## src/common/plot_pkg.sv

```systemverilog
package plot_pkg;

    // fixed point format
    localparam int int_width    = 12;
    localparam int frac_width   = 8;
    localparam int number_width = int_width + frac_width;

    typedef logic signed [number_width-1:0] fixed_t;

    // top bit flags an operator, otherwise the low bits are a constant
    typedef logic [number_width:0] token_t;
    typedef logic [2:0]            op_t;

    localparam op_t op_add = 3'd0;
    localparam op_t op_sub = 3'd1;
    localparam op_t op_mul = 3'd2;
    localparam op_t op_div = 3'd3;
    localparam op_t op_pow = 3'd4;
    localparam op_t op_var = 3'd6;

    localparam int queue_size = 32;
    typedef logic [$clog2(queue_size)-1:0] queue_index_t;
    typedef logic [$clog2(queue_size+1)-1:0] queue_len_t;

    // one entry per token at most, so the stack cannot overflow
    localparam int stack_size = queue_size;
    typedef logic [$clog2(stack_size)-1:0] stack_index_t;
    typedef logic [$clog2(stack_size):0] stack_ptr_t;

    // screen
    localparam int hor_active = 640;
    localparam int ver_active = 480;
    typedef logic [$clog2(hor_active)-1:0] col_t;
    typedef logic [$clog2(ver_active)-1:0] row_t;

    localparam int scale = 20;

    localparam fixed_t fixed_one   = fixed_t'(1 << frac_width);
    localparam fixed_t x_center    = fixed_t'((hor_active / 2) << frac_width);
    localparam fixed_t y_center    = fixed_t'((ver_active / 2) << frac_width);
    localparam fixed_t scale_fixed = fixed_t'(scale << frac_width);

endpackage

```

## src/design/graph_column_top.sv

```systemverilog
`timescale 1ns/1ps

module graph_column_top import plot_pkg::*; (
    input  logic   clk,
    input  logic   arst_n,
    input  logic   clear,
    input  logic   load_en,
    input  token_t load_data,
    input  logic   start,
    input  col_t   x,
    output logic   ready,
    output row_t   row,
    output logic   skip
);

    queue_len_t   queue_length;
    logic         queue_get;
    queue_index_t queue_index;
    logic         queue_ready;
    token_t       queue_data;

    token_queue queue (
        .clk          (clk),
        .arst_n       (arst_n),
        .clear        (clear),
        .load_en      (load_en),
        .load_data    (load_data),
        .queue_get    (queue_get),
        .queue_index  (queue_index),
        .queue_length (queue_length),
        .queue_ready  (queue_ready),
        .queue_data   (queue_data)
    );

    stack_machine machine (
        .clk          (clk),
        .arst_n       (arst_n),
        .start        (start),
        .x            (x),
        .queue_length (queue_length),
        .queue_ready  (queue_ready),
        .queue_data   (queue_data),
        .ready        (ready),
        .row          (row),
        .skip         (skip),
        .queue_get    (queue_get),
        .queue_index  (queue_index)
    );

endmodule

```

## src/design/token_queue.sv

```systemverilog
`timescale 1ns/1ps

module token_queue import plot_pkg::*; (
    input  logic         clk,
    input  logic         arst_n,
    input  logic         clear,
    input  logic         load_en,
    input  token_t       load_data,
    input  logic         queue_get,
    input  queue_index_t queue_index,
    output queue_len_t   queue_length,
    output logic         queue_ready,
    output token_t       queue_data
);

    token_t     mem [queue_size];
    queue_len_t wr_ptr;
    logic       full;
    logic       write_en;

    assign full         = (wr_ptr == queue_len_t'(queue_size));
    assign write_en     = load_en && !clear && !full;
    assign queue_length = wr_ptr;

    always_ff @(posedge clk or negedge arst_n) begin
        if (!arst_n) begin
            wr_ptr      <= '0;
            queue_ready <= 1'b0;
        end else begin
            queue_ready <= queue_get;
            if (clear) begin
                wr_ptr <= '0;
            end else if (write_en) begin
                wr_ptr <= wr_ptr + 1'b1;
            end
        end
    end

    // tokens offered when full are dropped
    always_ff @(posedge clk) begin
        if (write_en) begin
            mem[queue_index_t'(wr_ptr)] <= load_data;
        end
        if (queue_get) begin
            queue_data <= mem[queue_index];
        end
    end

endmodule

```

## src/stack_machine/fixed_point_alu.sv

```systemverilog
`timescale 1ns/1ps

module fixed_point_alu import plot_pkg::*; (
    input  logic   clk,
    input  logic   arst_n,
    input  logic   start,
    input  op_t    op,
    input  fixed_t a,
    input  fixed_t b,
    output logic   done,
    output fixed_t result
);

    typedef enum logic [2:0] {
        s_idle,
        s_mul,
        s_pow,
        s_div,
        s_div_fix
    } state_t;

    state_t state;

    logic signed [2*number_width-1:0] product;
    fixed_t                           base;
    fixed_t                           mul_rhs;
    logic [int_width-1:0]             steps;
    logic [int_width-1:0]             exponent;

    logic [number_width-1:0] mag_a;
    logic [number_width-1:0] mag_b;
    logic [number_width-1:0] pre_rem;
    logic [number_width:0]   pre_step;
    logic [number_width-1:0] rem;
    logic [number_width-1:0] dividend;
    logic [number_width-1:0] divisor;
    logic [number_width-1:0] quot;
    logic [number_width:0]   div_next;
    logic                    negate;

    // one restoring step, returns {quotient bit, new remainder}
    function automatic logic [number_width:0] div_step(
        input logic [number_width-1:0] rem_in,
        input logic                    bit_in,
        input logic [number_width-1:0] div_in
    );
        logic [number_width-1:0] shifted;
        shifted = {rem_in[number_width-2:0], bit_in};
        if (shifted >= div_in) begin
            return {1'b1, shifted - div_in};
        end
        return {1'b0, shifted};
    endfunction

    always_comb begin
        mag_a    = a[number_width-1] ? -a : a;
        mag_b    = b[number_width-1] ? -b : b;
        mul_rhs  = (op == op_pow) ? fixed_one : b;
        exponent = b[number_width-1] ? '0 : b[number_width-1:frac_width];
        // the top dividend bits are consumed in the load cycle
        pre_rem  = '0;
        pre_step = '0;
        for (int i = number_width - 1; i >= number_width - frac_width; i--) begin
            pre_step = div_step(pre_rem, mag_a[i], mag_b);
            pre_rem  = pre_step[number_width-1:0];
        end
        div_next = div_step(rem, dividend[number_width-1], divisor);
    end

    always_ff @(posedge clk or negedge arst_n) begin
        if (!arst_n) begin
            state    <= s_idle;
            done     <= 1'b0;
            result   <= '0;
            product  <= '0;
            base     <= '0;
            steps    <= '0;
            rem      <= '0;
            dividend <= '0;
            divisor  <= '0;
            quot     <= '0;
            negate   <= 1'b0;
        end else begin
            done <= 1'b0;
            case (state)
                s_idle: begin
                    if (start) begin
                        case (op)
                            op_add: begin
                                result <= a + b;
                                done   <= 1'b1;
                            end
                            op_sub: begin
                                result <= a - b;
                                done   <= 1'b1;
                            end
                            op_mul, op_pow: begin
                                if (op == op_pow && exponent == '0) begin
                                    result <= fixed_one;
                                    done   <= 1'b1;
                                end else begin
                                    // power starts from 1.0 times a
                                    product <= a * mul_rhs;
                                    base    <= a;
                                    steps   <= (op == op_pow) ? exponent : int_width'(1);
                                    state   <= s_mul;
                                end
                            end
                            op_div: begin
                                rem      <= pre_rem;
                                dividend <= {mag_a[number_width-frac_width-1:0],
                                             {frac_width{1'b0}}};
                                divisor  <= mag_b;
                                negate   <= a[number_width-1] ^ b[number_width-1];
                                steps    <= int_width'(number_width);
                                state    <= s_div;
                            end
                            default: begin
                                result <= '0;
                                done   <= 1'b1;
                            end
                        endcase
                    end
                end
                s_mul: begin
                    if (steps == int_width'(1)) begin
                        result <= product[frac_width +: number_width];
                        done   <= 1'b1;
                        state  <= s_idle;
                    end else begin
                        steps <= steps - 1'b1;
                        state <= s_pow;
                        quot  <= product[frac_width +: number_width];
                    end
                end
                s_pow: begin
                    product <= fixed_t'(quot) * base;
                    state   <= s_mul;
                end
                s_div: begin
                    rem      <= div_next[number_width-1:0];
                    quot     <= {quot[number_width-2:0], div_next[number_width]};
                    dividend <= dividend << 1;
                    steps    <= steps - 1'b1;
                    if (steps == int_width'(1)) begin
                        state <= s_div_fix;
                    end
                end
                s_div_fix: begin
                    // truncation toward zero on magnitudes
                    result <= negate ? -quot : quot;
                    done   <= 1'b1;
                    state  <= s_idle;
                end
                default: state <= s_idle;
            endcase
        end
    end

endmodule

```

## src/stack_machine/stack_machine.sv

```systemverilog
`timescale 1ns/1ps

module stack_machine import plot_pkg::*; (
    input  logic         clk,
    input  logic         arst_n,
    input  logic         start,
    input  col_t         x,
    input  queue_len_t   queue_length,
    input  logic         queue_ready,
    input  token_t       queue_data,
    output logic         ready,
    output row_t         row,
    output logic         skip,
    output logic         queue_get,
    output queue_index_t queue_index
);

    typedef enum logic [3:0] {
        s_idle,
        s_x_sub,
        s_x_div,
        s_fetch,
        s_wait_token,
        s_decode,
        s_op,
        s_y_start,
        s_y_mul,
        s_y_sub
    } state_t;

    state_t     state;
    queue_len_t tok_count;
    token_t     token;
    fixed_t     xf;

    fixed_t       stack [stack_size];
    stack_ptr_t   sp;
    stack_index_t top_idx;
    stack_index_t below_idx;
    logic         stack_we;
    stack_index_t stack_waddr;
    fixed_t       stack_wdata;

    logic   alu_start;
    op_t    alu_op;
    fixed_t alu_a;
    fixed_t alu_b;
    logic   alu_done;
    fixed_t alu_result;

    logic                 is_op;
    logic                 is_push;
    op_t                  opcode;
    logic [int_width-1:0] r_int;

    fixed_point_alu alu (
        .clk    (clk),
        .arst_n (arst_n),
        .start  (alu_start),
        .op     (alu_op),
        .a      (alu_a),
        .b      (alu_b),
        .done   (alu_done),
        .result (alu_result)
    );

    assign ready       = (state == s_idle);
    assign queue_index = queue_index_t'(tok_count);
    assign is_op       = token[number_width];
    assign opcode      = token[$bits(op_t)-1:0];
    assign is_push     = !is_op || opcode == op_var;
    assign top_idx     = stack_index_t'(sp) - 1'b1;
    assign below_idx   = stack_index_t'(sp) - 2'd2;
    assign r_int       = alu_result[number_width-1:frac_width];

    // push in decode, a result replaces the two operands
    always_comb begin
        stack_we    = 1'b0;
        stack_waddr = stack_index_t'(sp);
        stack_wdata = fixed_t'(token[number_width-1:0]);
        if (state == s_decode && is_push) begin
            stack_we = 1'b1;
            if (is_op) begin
                stack_wdata = xf;
            end
        end else if (state == s_op && alu_done) begin
            stack_we    = 1'b1;
            stack_waddr = below_idx;
            stack_wdata = alu_result;
        end
    end

    always_ff @(posedge clk) begin
        if (stack_we) begin
            stack[stack_waddr] <= stack_wdata;
        end
    end

    always_ff @(posedge clk or negedge arst_n) begin
        if (!arst_n) begin
            state     <= s_idle;
            tok_count <= '0;
            sp        <= '0;
            token     <= '0;
            xf        <= '0;
            row       <= '0;
            skip      <= 1'b0;
            queue_get <= 1'b0;
            alu_start <= 1'b0;
            alu_op    <= op_add;
            alu_a     <= '0;
            alu_b     <= '0;
        end else begin
            queue_get <= 1'b0;
            alu_start <= 1'b0;
            case (state)
                s_idle: begin
                    if (start) begin
                        row       <= '0;
                        skip      <= 1'b0;
                        tok_count <= '0;
                        sp        <= '0;
                        alu_op    <= op_sub;
                        alu_a     <= fixed_t'({x, {frac_width{1'b0}}});
                        alu_b     <= x_center;
                        alu_start <= 1'b1;
                        state     <= s_x_sub;
                    end
                end
                s_x_sub: begin
                    if (alu_done) begin
                        alu_op    <= op_div;
                        alu_a     <= alu_result;
                        alu_b     <= scale_fixed;
                        alu_start <= 1'b1;
                        state     <= s_x_div;
                    end
                end
                s_x_div: begin
                    if (alu_done) begin
                        xf    <= alu_result;
                        state <= s_fetch;
                    end
                end
                s_fetch: begin
                    if (tok_count >= queue_length) begin
                        state <= s_y_start;
                    end else begin
                        queue_get <= 1'b1;
                        state     <= s_wait_token;
                    end
                end
                s_wait_token: begin
                    if (queue_ready) begin
                        token     <= queue_data;
                        tok_count <= tok_count + 1'b1;
                        state     <= s_decode;
                    end
                end
                s_decode: begin
                    if (is_push) begin
                        sp    <= sp + 1'b1;
                        state <= s_fetch;
                    end else if (sp < stack_ptr_t'(2)) begin
                        // stack underflow, plot what is there
                        state <= s_y_start;
                    end else if (opcode == op_div && stack[top_idx] == '0) begin
                        skip  <= 1'b1;
                        state <= s_idle;
                    end else begin
                        alu_op    <= opcode;
                        alu_a     <= stack[below_idx];
                        alu_b     <= stack[top_idx];
                        alu_start <= 1'b1;
                        state     <= s_op;
                    end
                end
                s_op: begin
                    if (alu_done) begin
                        sp    <= sp - 1'b1;
                        state <= s_fetch;
                    end
                end
                s_y_start: begin
                    alu_op    <= op_mul;
                    alu_a     <= (sp != '0) ? stack[0] : '0;
                    alu_b     <= scale_fixed;
                    alu_start <= 1'b1;
                    state     <= s_y_mul;
                end
                s_y_mul: begin
                    if (alu_done) begin
                        alu_op    <= op_sub;
                        alu_a     <= y_center;
                        alu_b     <= alu_result;
                        alu_start <= 1'b1;
                        state     <= s_y_sub;
                    end
                end
                s_y_sub: begin
                    if (alu_done) begin
                        if (alu_result[number_width-1] || r_int >= ver_active) begin
                            skip <= 1'b1;
                        end else begin
                            row <= alu_result[frac_width +: $bits(row_t)];
                        end
                        state <= s_idle;
                    end
                end
                default: state <= s_idle;
            endcase
        end
    end

endmodule

```

## config.mk

```make
export PLATFORM = sky130hd
export DESIGN_NAME = graph_column_top
export DESIGN_NICKNAME = d
export VERILOG_FILES = /design/src/common/plot_pkg.sv /design/src/design/graph_column_top.sv /design/src/design/token_queue.sv /design/src/stack_machine/fixed_point_alu.sv /design/src/stack_machine/stack_machine.sv
export SDC_FILE = /design/constraint.sdc
export NUM_CORES = 2
export LEC_CHECK = 0
export BUFFER_PORTS_ARGS = -buffer_cell sky130_fd_sc_hd__buf_2
export CORE_AREA = 2 2 510 512
export CTS_CLUSTER_DIAMETER = 80
export DETAILED_ROUTE_END_ITERATION = 8
export DIE_AREA = 0 0 512 514
export GPL_TIMING_DRIVEN = 0
export PLACE_DENSITY = 0.68
export SLEW_MARGIN = 40
export SYNTH_ARGS = -nofsm -noshare
export SYNTH_HDL_FRONTEND = slang
export SYNTH_HIERARCHICAL = 1
export SYNTH_SLANG_ARGS = --single-unit
```

## constraint.sdc

```tcl
create_clock -name clk -period 20.4 [get_ports clk]
set_clock_uncertainty 0.2 [all_clocks]
set_input_delay 4.08 -clock clk [delete_from_list [all_inputs] [get_ports clk]]
set_output_delay 4.08 -clock clk [all_outputs]
set_load 0.005 [all_outputs]
```

==> flow_summary.html <==
<table>
<tr><th>Metric</th><th>Value</th></tr>
<tr><th colspan="2">Yosys</th></tr>
<tr><td>Number of different library cells in the post-synthesis netlist</td><td>around 110</td></tr>
<tr><td>Post-synth EDFFs</td><td>roughly 1300</td></tr>
<tr><td>Parity-gate share of the synthesized area counting xor and xnor cells</td><td>between 2 and 3%</td></tr>
<tr><td>Cell area after synthesis</td><td>about 100000 um^2</td></tr>
<tr><td>Synth Register Bits</td><td>1600</td></tr>
<tr><td>Compound-cell area share of the yosys netlist</td><td>about 8%</td></tr>
<tr><td>Syn_nets</td><td>9326</td></tr>
<tr><td>Area share of fa/ha/maj cells after synthesis</td><td>between 10% and 20%</td></tr>
<tr><td>Dominant combinational cell family by area after synthesis</td><td>adder cells</td></tr>
<tr><td>Simple-gate portion of the synthesized area</td><td>under 10%</td></tr>
<tr><td>Sequential cell area fraction in the yosys report</td><td>45.5%</td></tr>
<tr><td>Synthesized instance count</td><td>about 8300</td></tr>
<tr><td>Yosys synthesis warning count</td><td>6</td></tr>
<tr><td>Main synth FF type</td><td>sky130_fd_sc_hd__edfxtp_1</td></tr>
<tr><td>Async set-or-reset flop fraction in the synthesized netlist</td><td>16.7%</td></tr>
<tr><td>Post-synthesis mux area share</td><td>a little over an eighth</td></tr>
<tr><td>Synthesized area per cell</td><td>around 12 um^2</td></tr>
<tr><th colspan="2">STA</th></tr>
<tr><td>Number of hold violations in the final report</td><td>0</td></tr>
<tr><td>Setup-violating endpoint count in the final report</td><td>0</td></tr>
<tr><td>Fmax</td><td>50.3 MHz</td></tr>
<tr><td>Crit share post-route</td><td>a little over nine tenths</td></tr>
<tr><td>Setup WS post-layout</td><td>between 0.5 and 0.6 ns</td></tr>
<tr><td>Tightest Pin Transition</td><td>slightly above 1 ns</td></tr>
<tr><td>Worst relative slew slack</td><td>a little under a third</td></tr>
<tr><td>Pins over their slew limit</td><td>0</td></tr>
<tr><td>Shortest clock period the worst path allows after layout</td><td>around 20 ns</td></tr>
<tr><td>Setup Total Neg Slack</td><td>0 ns</td></tr>
<tr><th colspan="2">Routing</th></tr>
<tr><td>Vias/cell</td><td>between 5 and 6</td></tr>
<tr><td>Number of DRC violations after detailed-routing iteration 0</td><td>9178</td></tr>
<tr><td>Final WL</td><td>between 300 and 400 mm</td></tr>
<tr><td>DR vias</td><td>roughly 73000</td></tr>
<tr><td>Drt drc</td><td>0</td></tr>
<tr><td>WL/cell</td><td>~27 um</td></tr>
<tr><td>Detailed-route wire length on metal 1</td><td>about 130 mm</td></tr>
<tr><td>Amount of wire on met2 after detailed routing</td><td>between 150 and 200 mm</td></tr>
<tr><td>Detailed-routed wire length on met3</td><td>about 33 mm</td></tr>
<tr><td>Highest metal layer used by the detailed router</td><td>met5</td></tr>
<tr><td>First-pass DRT Iterations</td><td>9</td></tr>
<tr><td>ANT nets after route</td><td>0</td></tr>
<tr><th colspan="2">Critical path</th></tr>
<tr><td>Crit path DAT</td><td>approximately 20 ns</td></tr>
<tr><td>Critical-path cell with the highest stage delay</td><td>sky130_fd_sc_hd__or4b_2</td></tr>
<tr><td>Type of the setup path with the least slack</td><td>flip-flop to flip-flop</td></tr>
<tr><td>Most used cell, CP</td><td>sky130_fd_sc_hd__nand2_1</td></tr>
<tr><td>Critical Path RT</td><td>20.90 ns</td></tr>
<tr><td>Delay of the slowest cell on the worst path</td><td>roughly 0.73 ns</td></tr>
<tr><td>Maximum fanout along the worst path</td><td>10</td></tr>
<tr><td>Nature of the critical path endpoint</td><td>flip-flop</td></tr>
<tr><td>Sort of element at the start of the critical path</td><td>flip-flop</td></tr>
<tr><th colspan="2">Clock tree</th></tr>
<tr><td>Maximum clock path buffer count</td><td>3</td></tr>
<tr><td>Root buffer selected by CTS</td><td>sky130_fd_sc_hd__clkbuf_16</td></tr>
<tr><td>CTS H-Tree Depth</td><td>4</td></tr>
<tr><td>Total of hold buffers inserted after clock tree synthesis</td><td>0</td></tr>
<tr><td>Cts bufs inserted</td><td>167</td></tr>
<tr><td>Clock tree from TritonCTS</td><td>yes</td></tr>
<tr><td>Clock insertion delay at the later pin of the skew report</td><td>between 0.8 and 0.9 ns</td></tr>
<tr><td>Clock-pin slew reported for the worst setup and hold paths after clock tree synthesis</td><td>0.07 ns</td></tr>
<tr><td>Total clock sinks</td><td>1600</td></tr>
<tr><th colspan="2">Cells and area</th></tr>
<tr><td>Final core utilization</td><td>around 45%</td></tr>
<tr><td>Fraction of layout instances using a drive strength above 1</td><td>between 10% and 20%</td></tr>
<tr><td>Synth-to-layout area growth</td><td>14.0%</td></tr>
<tr><td>Final-stage net count</td><td>9673</td></tr>
<tr><td>Seq. cell area</td><td>between 40000 and 50000 um^2</td></tr>
<tr><td>Number of fill cells in the layout</td><td>roughly 23000</td></tr>
<tr><td>Area of the multi-input gates</td><td>roughly 52000 um^2</td></tr>
<tr><th colspan="2">Die</th></tr>
<tr><td>Total I/O pin count</td><td>47</td></tr>
<tr><td>Horiz. Die Dim</td><td>a little over 500 um</td></tr>
<tr><td>Height of the die</td><td>approximately 510 um</td></tr>
<tr><td>Row Count</td><td>187</td></tr>
<tr><td>Core Area</td><td>approximately 260000 um^2</td></tr>
<tr><td>Initial cell density of the core</td><td>39.8%</td></tr>
<tr><td>Overall die area</td><td>around 260000 um^2</td></tr>
<tr><th colspan="2">Placed design</th></tr>
<tr><td>Placer Congestion</td><td>between 0.9 and 1</td></tr>
<tr><td>Detailed Place HPWL</td><td>between 200 and 250 mm</td></tr>
<tr><td>Worst slack at placement</td><td>-5.37 ns</td></tr>
<tr><td>Port Buffers</td><td>45</td></tr>
<tr><th colspan="2">Flow run</th></tr>
<tr><td>Max capacitance violation total</td><td>0</td></tr>
<tr><th colspan="2">GRT</th></tr>
<tr><td>First-pass GRT wire length</td><td>between 400 and 500 mm</td></tr>
<tr><td>Grt total ovfl</td><td>0</td></tr>
<tr><td>GRT Total Usage</td><td>between 20 and 25%</td></tr>
<tr><td>Initial antenna violation count</td><td>14</td></tr>
<tr><td>Largest net degree at the start of global routing</td><td>between 70 and 80</td></tr>
<tr><td>Via count of the first global-routing pass</td><td>roughly 74000</td></tr>
<tr><th colspan="2">Min path</th></tr>
<tr><td>Worst min path class</td><td>flip-flop to flip-flop</td></tr>
<tr><th colspan="2">Run status</th></tr>
<tr><td>Run status</td><td>complete, no violations</td></tr>
</table>
[what timing repair did]
item / in CTS / in global routing
setup buffers: 18 / 17
hold endpoints to repair: 0 / 0
setup endpoints to repair: 19 / 19
pin swaps: 9 / 16
gates resized for setup: 105 / 92
[worst paths after layout]
kind | slack, ns | end | startpoint | cells after the start
max | 0.53 | machine/alu/rem[1] | machine/alu_b[0] | 84
min | 0.22 | machine/token[8] | queue/queue_data[8] | 2
max reg2reg | 0.53 | machine/alu/rem[1] | machine/alu_b[0] | 84
min reg2reg | 0.22 | machine/token[8] | queue/queue_data[8] | 2
max in group asynchronous | 15.38 | machine/queue_get | arst_n | 4
min in group asynchronous | 2.99 | machine/alu/divisor[13] | arst_n | 1
[flip-flops by register name, summed over array words and instances (netlist names), 9 cells and up]
signal	flops
queue/mem	672
machine/stack	640
machine/token	21
queue/queue_data	21
machine/alu/base	20
machine/alu/divisor	20
machine/alu/product	20
machine/alu/quot	20
machine/alu/result	20
machine/alu_a	20
machine/alu_b	20
machine/xf	20
machine/alu/rem	19
machine/alu/dividend	12
machine/alu/steps	12
machine/row	9
[synth_stat cells, types with 17 or more instances]
library cell	n	area, um^2
sky130_fd_sc_hd__edfxtp_1	1333	40000
sky130_fd_sc_hd__nand3_1	110	551
sky130_fd_sc_hd__a22oi_1	115	863
sky130_fd_sc_hd__mux4_2	331	7450
sky130_fd_sc_hd__mux2_4	32	480
sky130_fd_sc_hd__a221oi_1	33	289
sky130_fd_sc_hd__a21oi_1	277	1390
sky130_fd_sc_hd__nand4_1	63	394
sky130_fd_sc_hd__buf_2	65	325
sky130_fd_sc_hd__inv_1	740	2780
sky130_fd_sc_hd__mux2i_1	525	5260
sky130_fd_sc_hd__nor3_1	116	581
sky130_fd_sc_hd__and3_1	153	957
sky130_fd_sc_hd__o21ai_0	261	1310
sky130_fd_sc_hd__fa_1	566	11300
sky130_fd_sc_hd__a22o_1	45	394
sky130_fd_sc_hd__o22ai_1	33	206
sky130_fd_sc_hd__nand2_1	821	3080
sky130_fd_sc_hd__and2_1	156	976
sky130_fd_sc_hd__buf_4	39	293
sky130_fd_sc_hd__a211oi_1	37	278
sky130_fd_sc_hd__nand2b_1	44	275
sky130_fd_sc_hd__o21a_1	46	345
sky130_fd_sc_hd__dfrtp_1	267	6680
sky130_fd_sc_hd__clkbuf_1	351	1320
sky130_fd_sc_hd__ha_1	388	4850
sky130_fd_sc_hd__or3_1	41	257
sky130_fd_sc_hd__o31ai_1	25	188
sky130_fd_sc_hd__a222oi_1	38	380
sky130_fd_sc_hd__o21bai_1	17	128
sky130_fd_sc_hd__nor2b_1	37	231
sky130_fd_sc_hd__a21o_1	77	578
sky130_fd_sc_hd__xnor2_1	189	1660
sky130_fd_sc_hd__a221o_1	21	210
sky130_fd_sc_hd__buf_1	20	75.1
sky130_fd_sc_hd__buf_6	27	304
sky130_fd_sc_hd__xor2_1	126	1100
sky130_fd_sc_hd__or2_2	22	138
sky130_fd_sc_hd__mux2_2	70	788
sky130_fd_sc_hd__nor2_1	379	1420
sky130_fd_sc_hd__a31oi_1	52	325
[final cells by class]
class / count / share of cell area (%)
multi-input cells: 5488 / 44.7
flip-flops and latches: 1600 / 39.9
clock buffers: 200 / 3.80
well taps: 3402 / 3.64
inverters: 742 / 2.38
repair buffers: 188 / 2.31
plain buffers: 496 / 2.10
clock inverters: 108 / 1.11
diodes: 6 / 0.0128
[cell usage in the layout (no fill, tap or decap), types with 56 or more instances in the layout]
cell                        netlist  routed
sky130_fd_sc_hd__nor3_1         116     103
sky130_fd_sc_hd__and2_1         156     156
sky130_fd_sc_hd__edfxtp_1      1333    1333
sky130_fd_sc_hd__mux4_2         331     331
sky130_fd_sc_hd__nor2_1         379     307
sky130_fd_sc_hd__buf_2           65     118
sky130_fd_sc_hd__clkbuf_16        0     168
sky130_fd_sc_hd__inv_1          740     719
sky130_fd_sc_hd__o21ai_0        261     256
sky130_fd_sc_hd__a22oi_1        115     115
sky130_fd_sc_hd__clkbuf_1       351     303
sky130_fd_sc_hd__nor2_4           1      65
sky130_fd_sc_hd__a21o_1          77      76
sky130_fd_sc_hd__nand2_1        821     818
sky130_fd_sc_hd__nand4_1         63      63
sky130_fd_sc_hd__a21oi_1        277     269
sky130_fd_sc_hd__ha_1           388     378
sky130_fd_sc_hd__buf_16           0      56
sky130_fd_sc_hd__xnor2_1        189     181
sky130_fd_sc_hd__and3_1         153     152
sky130_fd_sc_hd__mux2_2          70      70
sky130_fd_sc_hd__nand3_1        110     106
sky130_fd_sc_hd__buf_4           39      86
sky130_fd_sc_hd__fa_1           566     566
sky130_fd_sc_hd__xor2_1         126     114
sky130_fd_sc_hd__mux2i_1        525     518
sky130_fd_sc_hd__dfrtp_1        267     261
[metrics by stage]
step,area (um^2),std cells,hold WS (ns)
5_1_grt,117000,12200,0.267
3_3_place_gp,107000,11800,0.227
4_1_cts,117000,12200,0.229
2_1_floorplan,103000,8336,0.215
3_5_place_dp,110000,11900,0.231
6_report,117000,12200,0.225
[cell families (layout without fill, tap and decap cells)]
| logic type | Yosys count | after routing |
|---|---|---|
| AND/OR/NAND/NOR | 2021 | 2021 |
| flip-flops | 1600 | 1600 |
| buffers and inverters | 1248 | 1734 |
| AO/OA/AOI/OAI | 1236 | 1236 |
| multiplexers | 959 | 959 |
| adder cells (fa/ha/maj) | 954 | 954 |
| XOR/XNOR | 318 | 318 |
| other | 0 | 6 |
[layer usage]
| metal | vias up | GRT usage, % |
|---|---|---|
| met5 | - | 0 |
| met4 | 12 | 13.2 |
| met3 | 913 | 5.06 |
| met2 | 4303 | 39.6 |
| met1 | 37100 | 32.2 |
| li1 | 30900 | - |
[critical path, delay by kind of cell, from the launching register on]
kind | cells | cell delay, ns
muxes | 3 | 0.79
and+or+nand+nor | 34 | 7.78
buffers and inverters | 12 | 2.48
DFF | 1 | 0.54
AOI/OAI and AO/OA | 27 | 5.40
adders and majority gates | 8 | 2.50
Power is left out: the tool's default activity adds up to more than one toggle a clock period on the data nets, which glitch-free logic cannot reach.
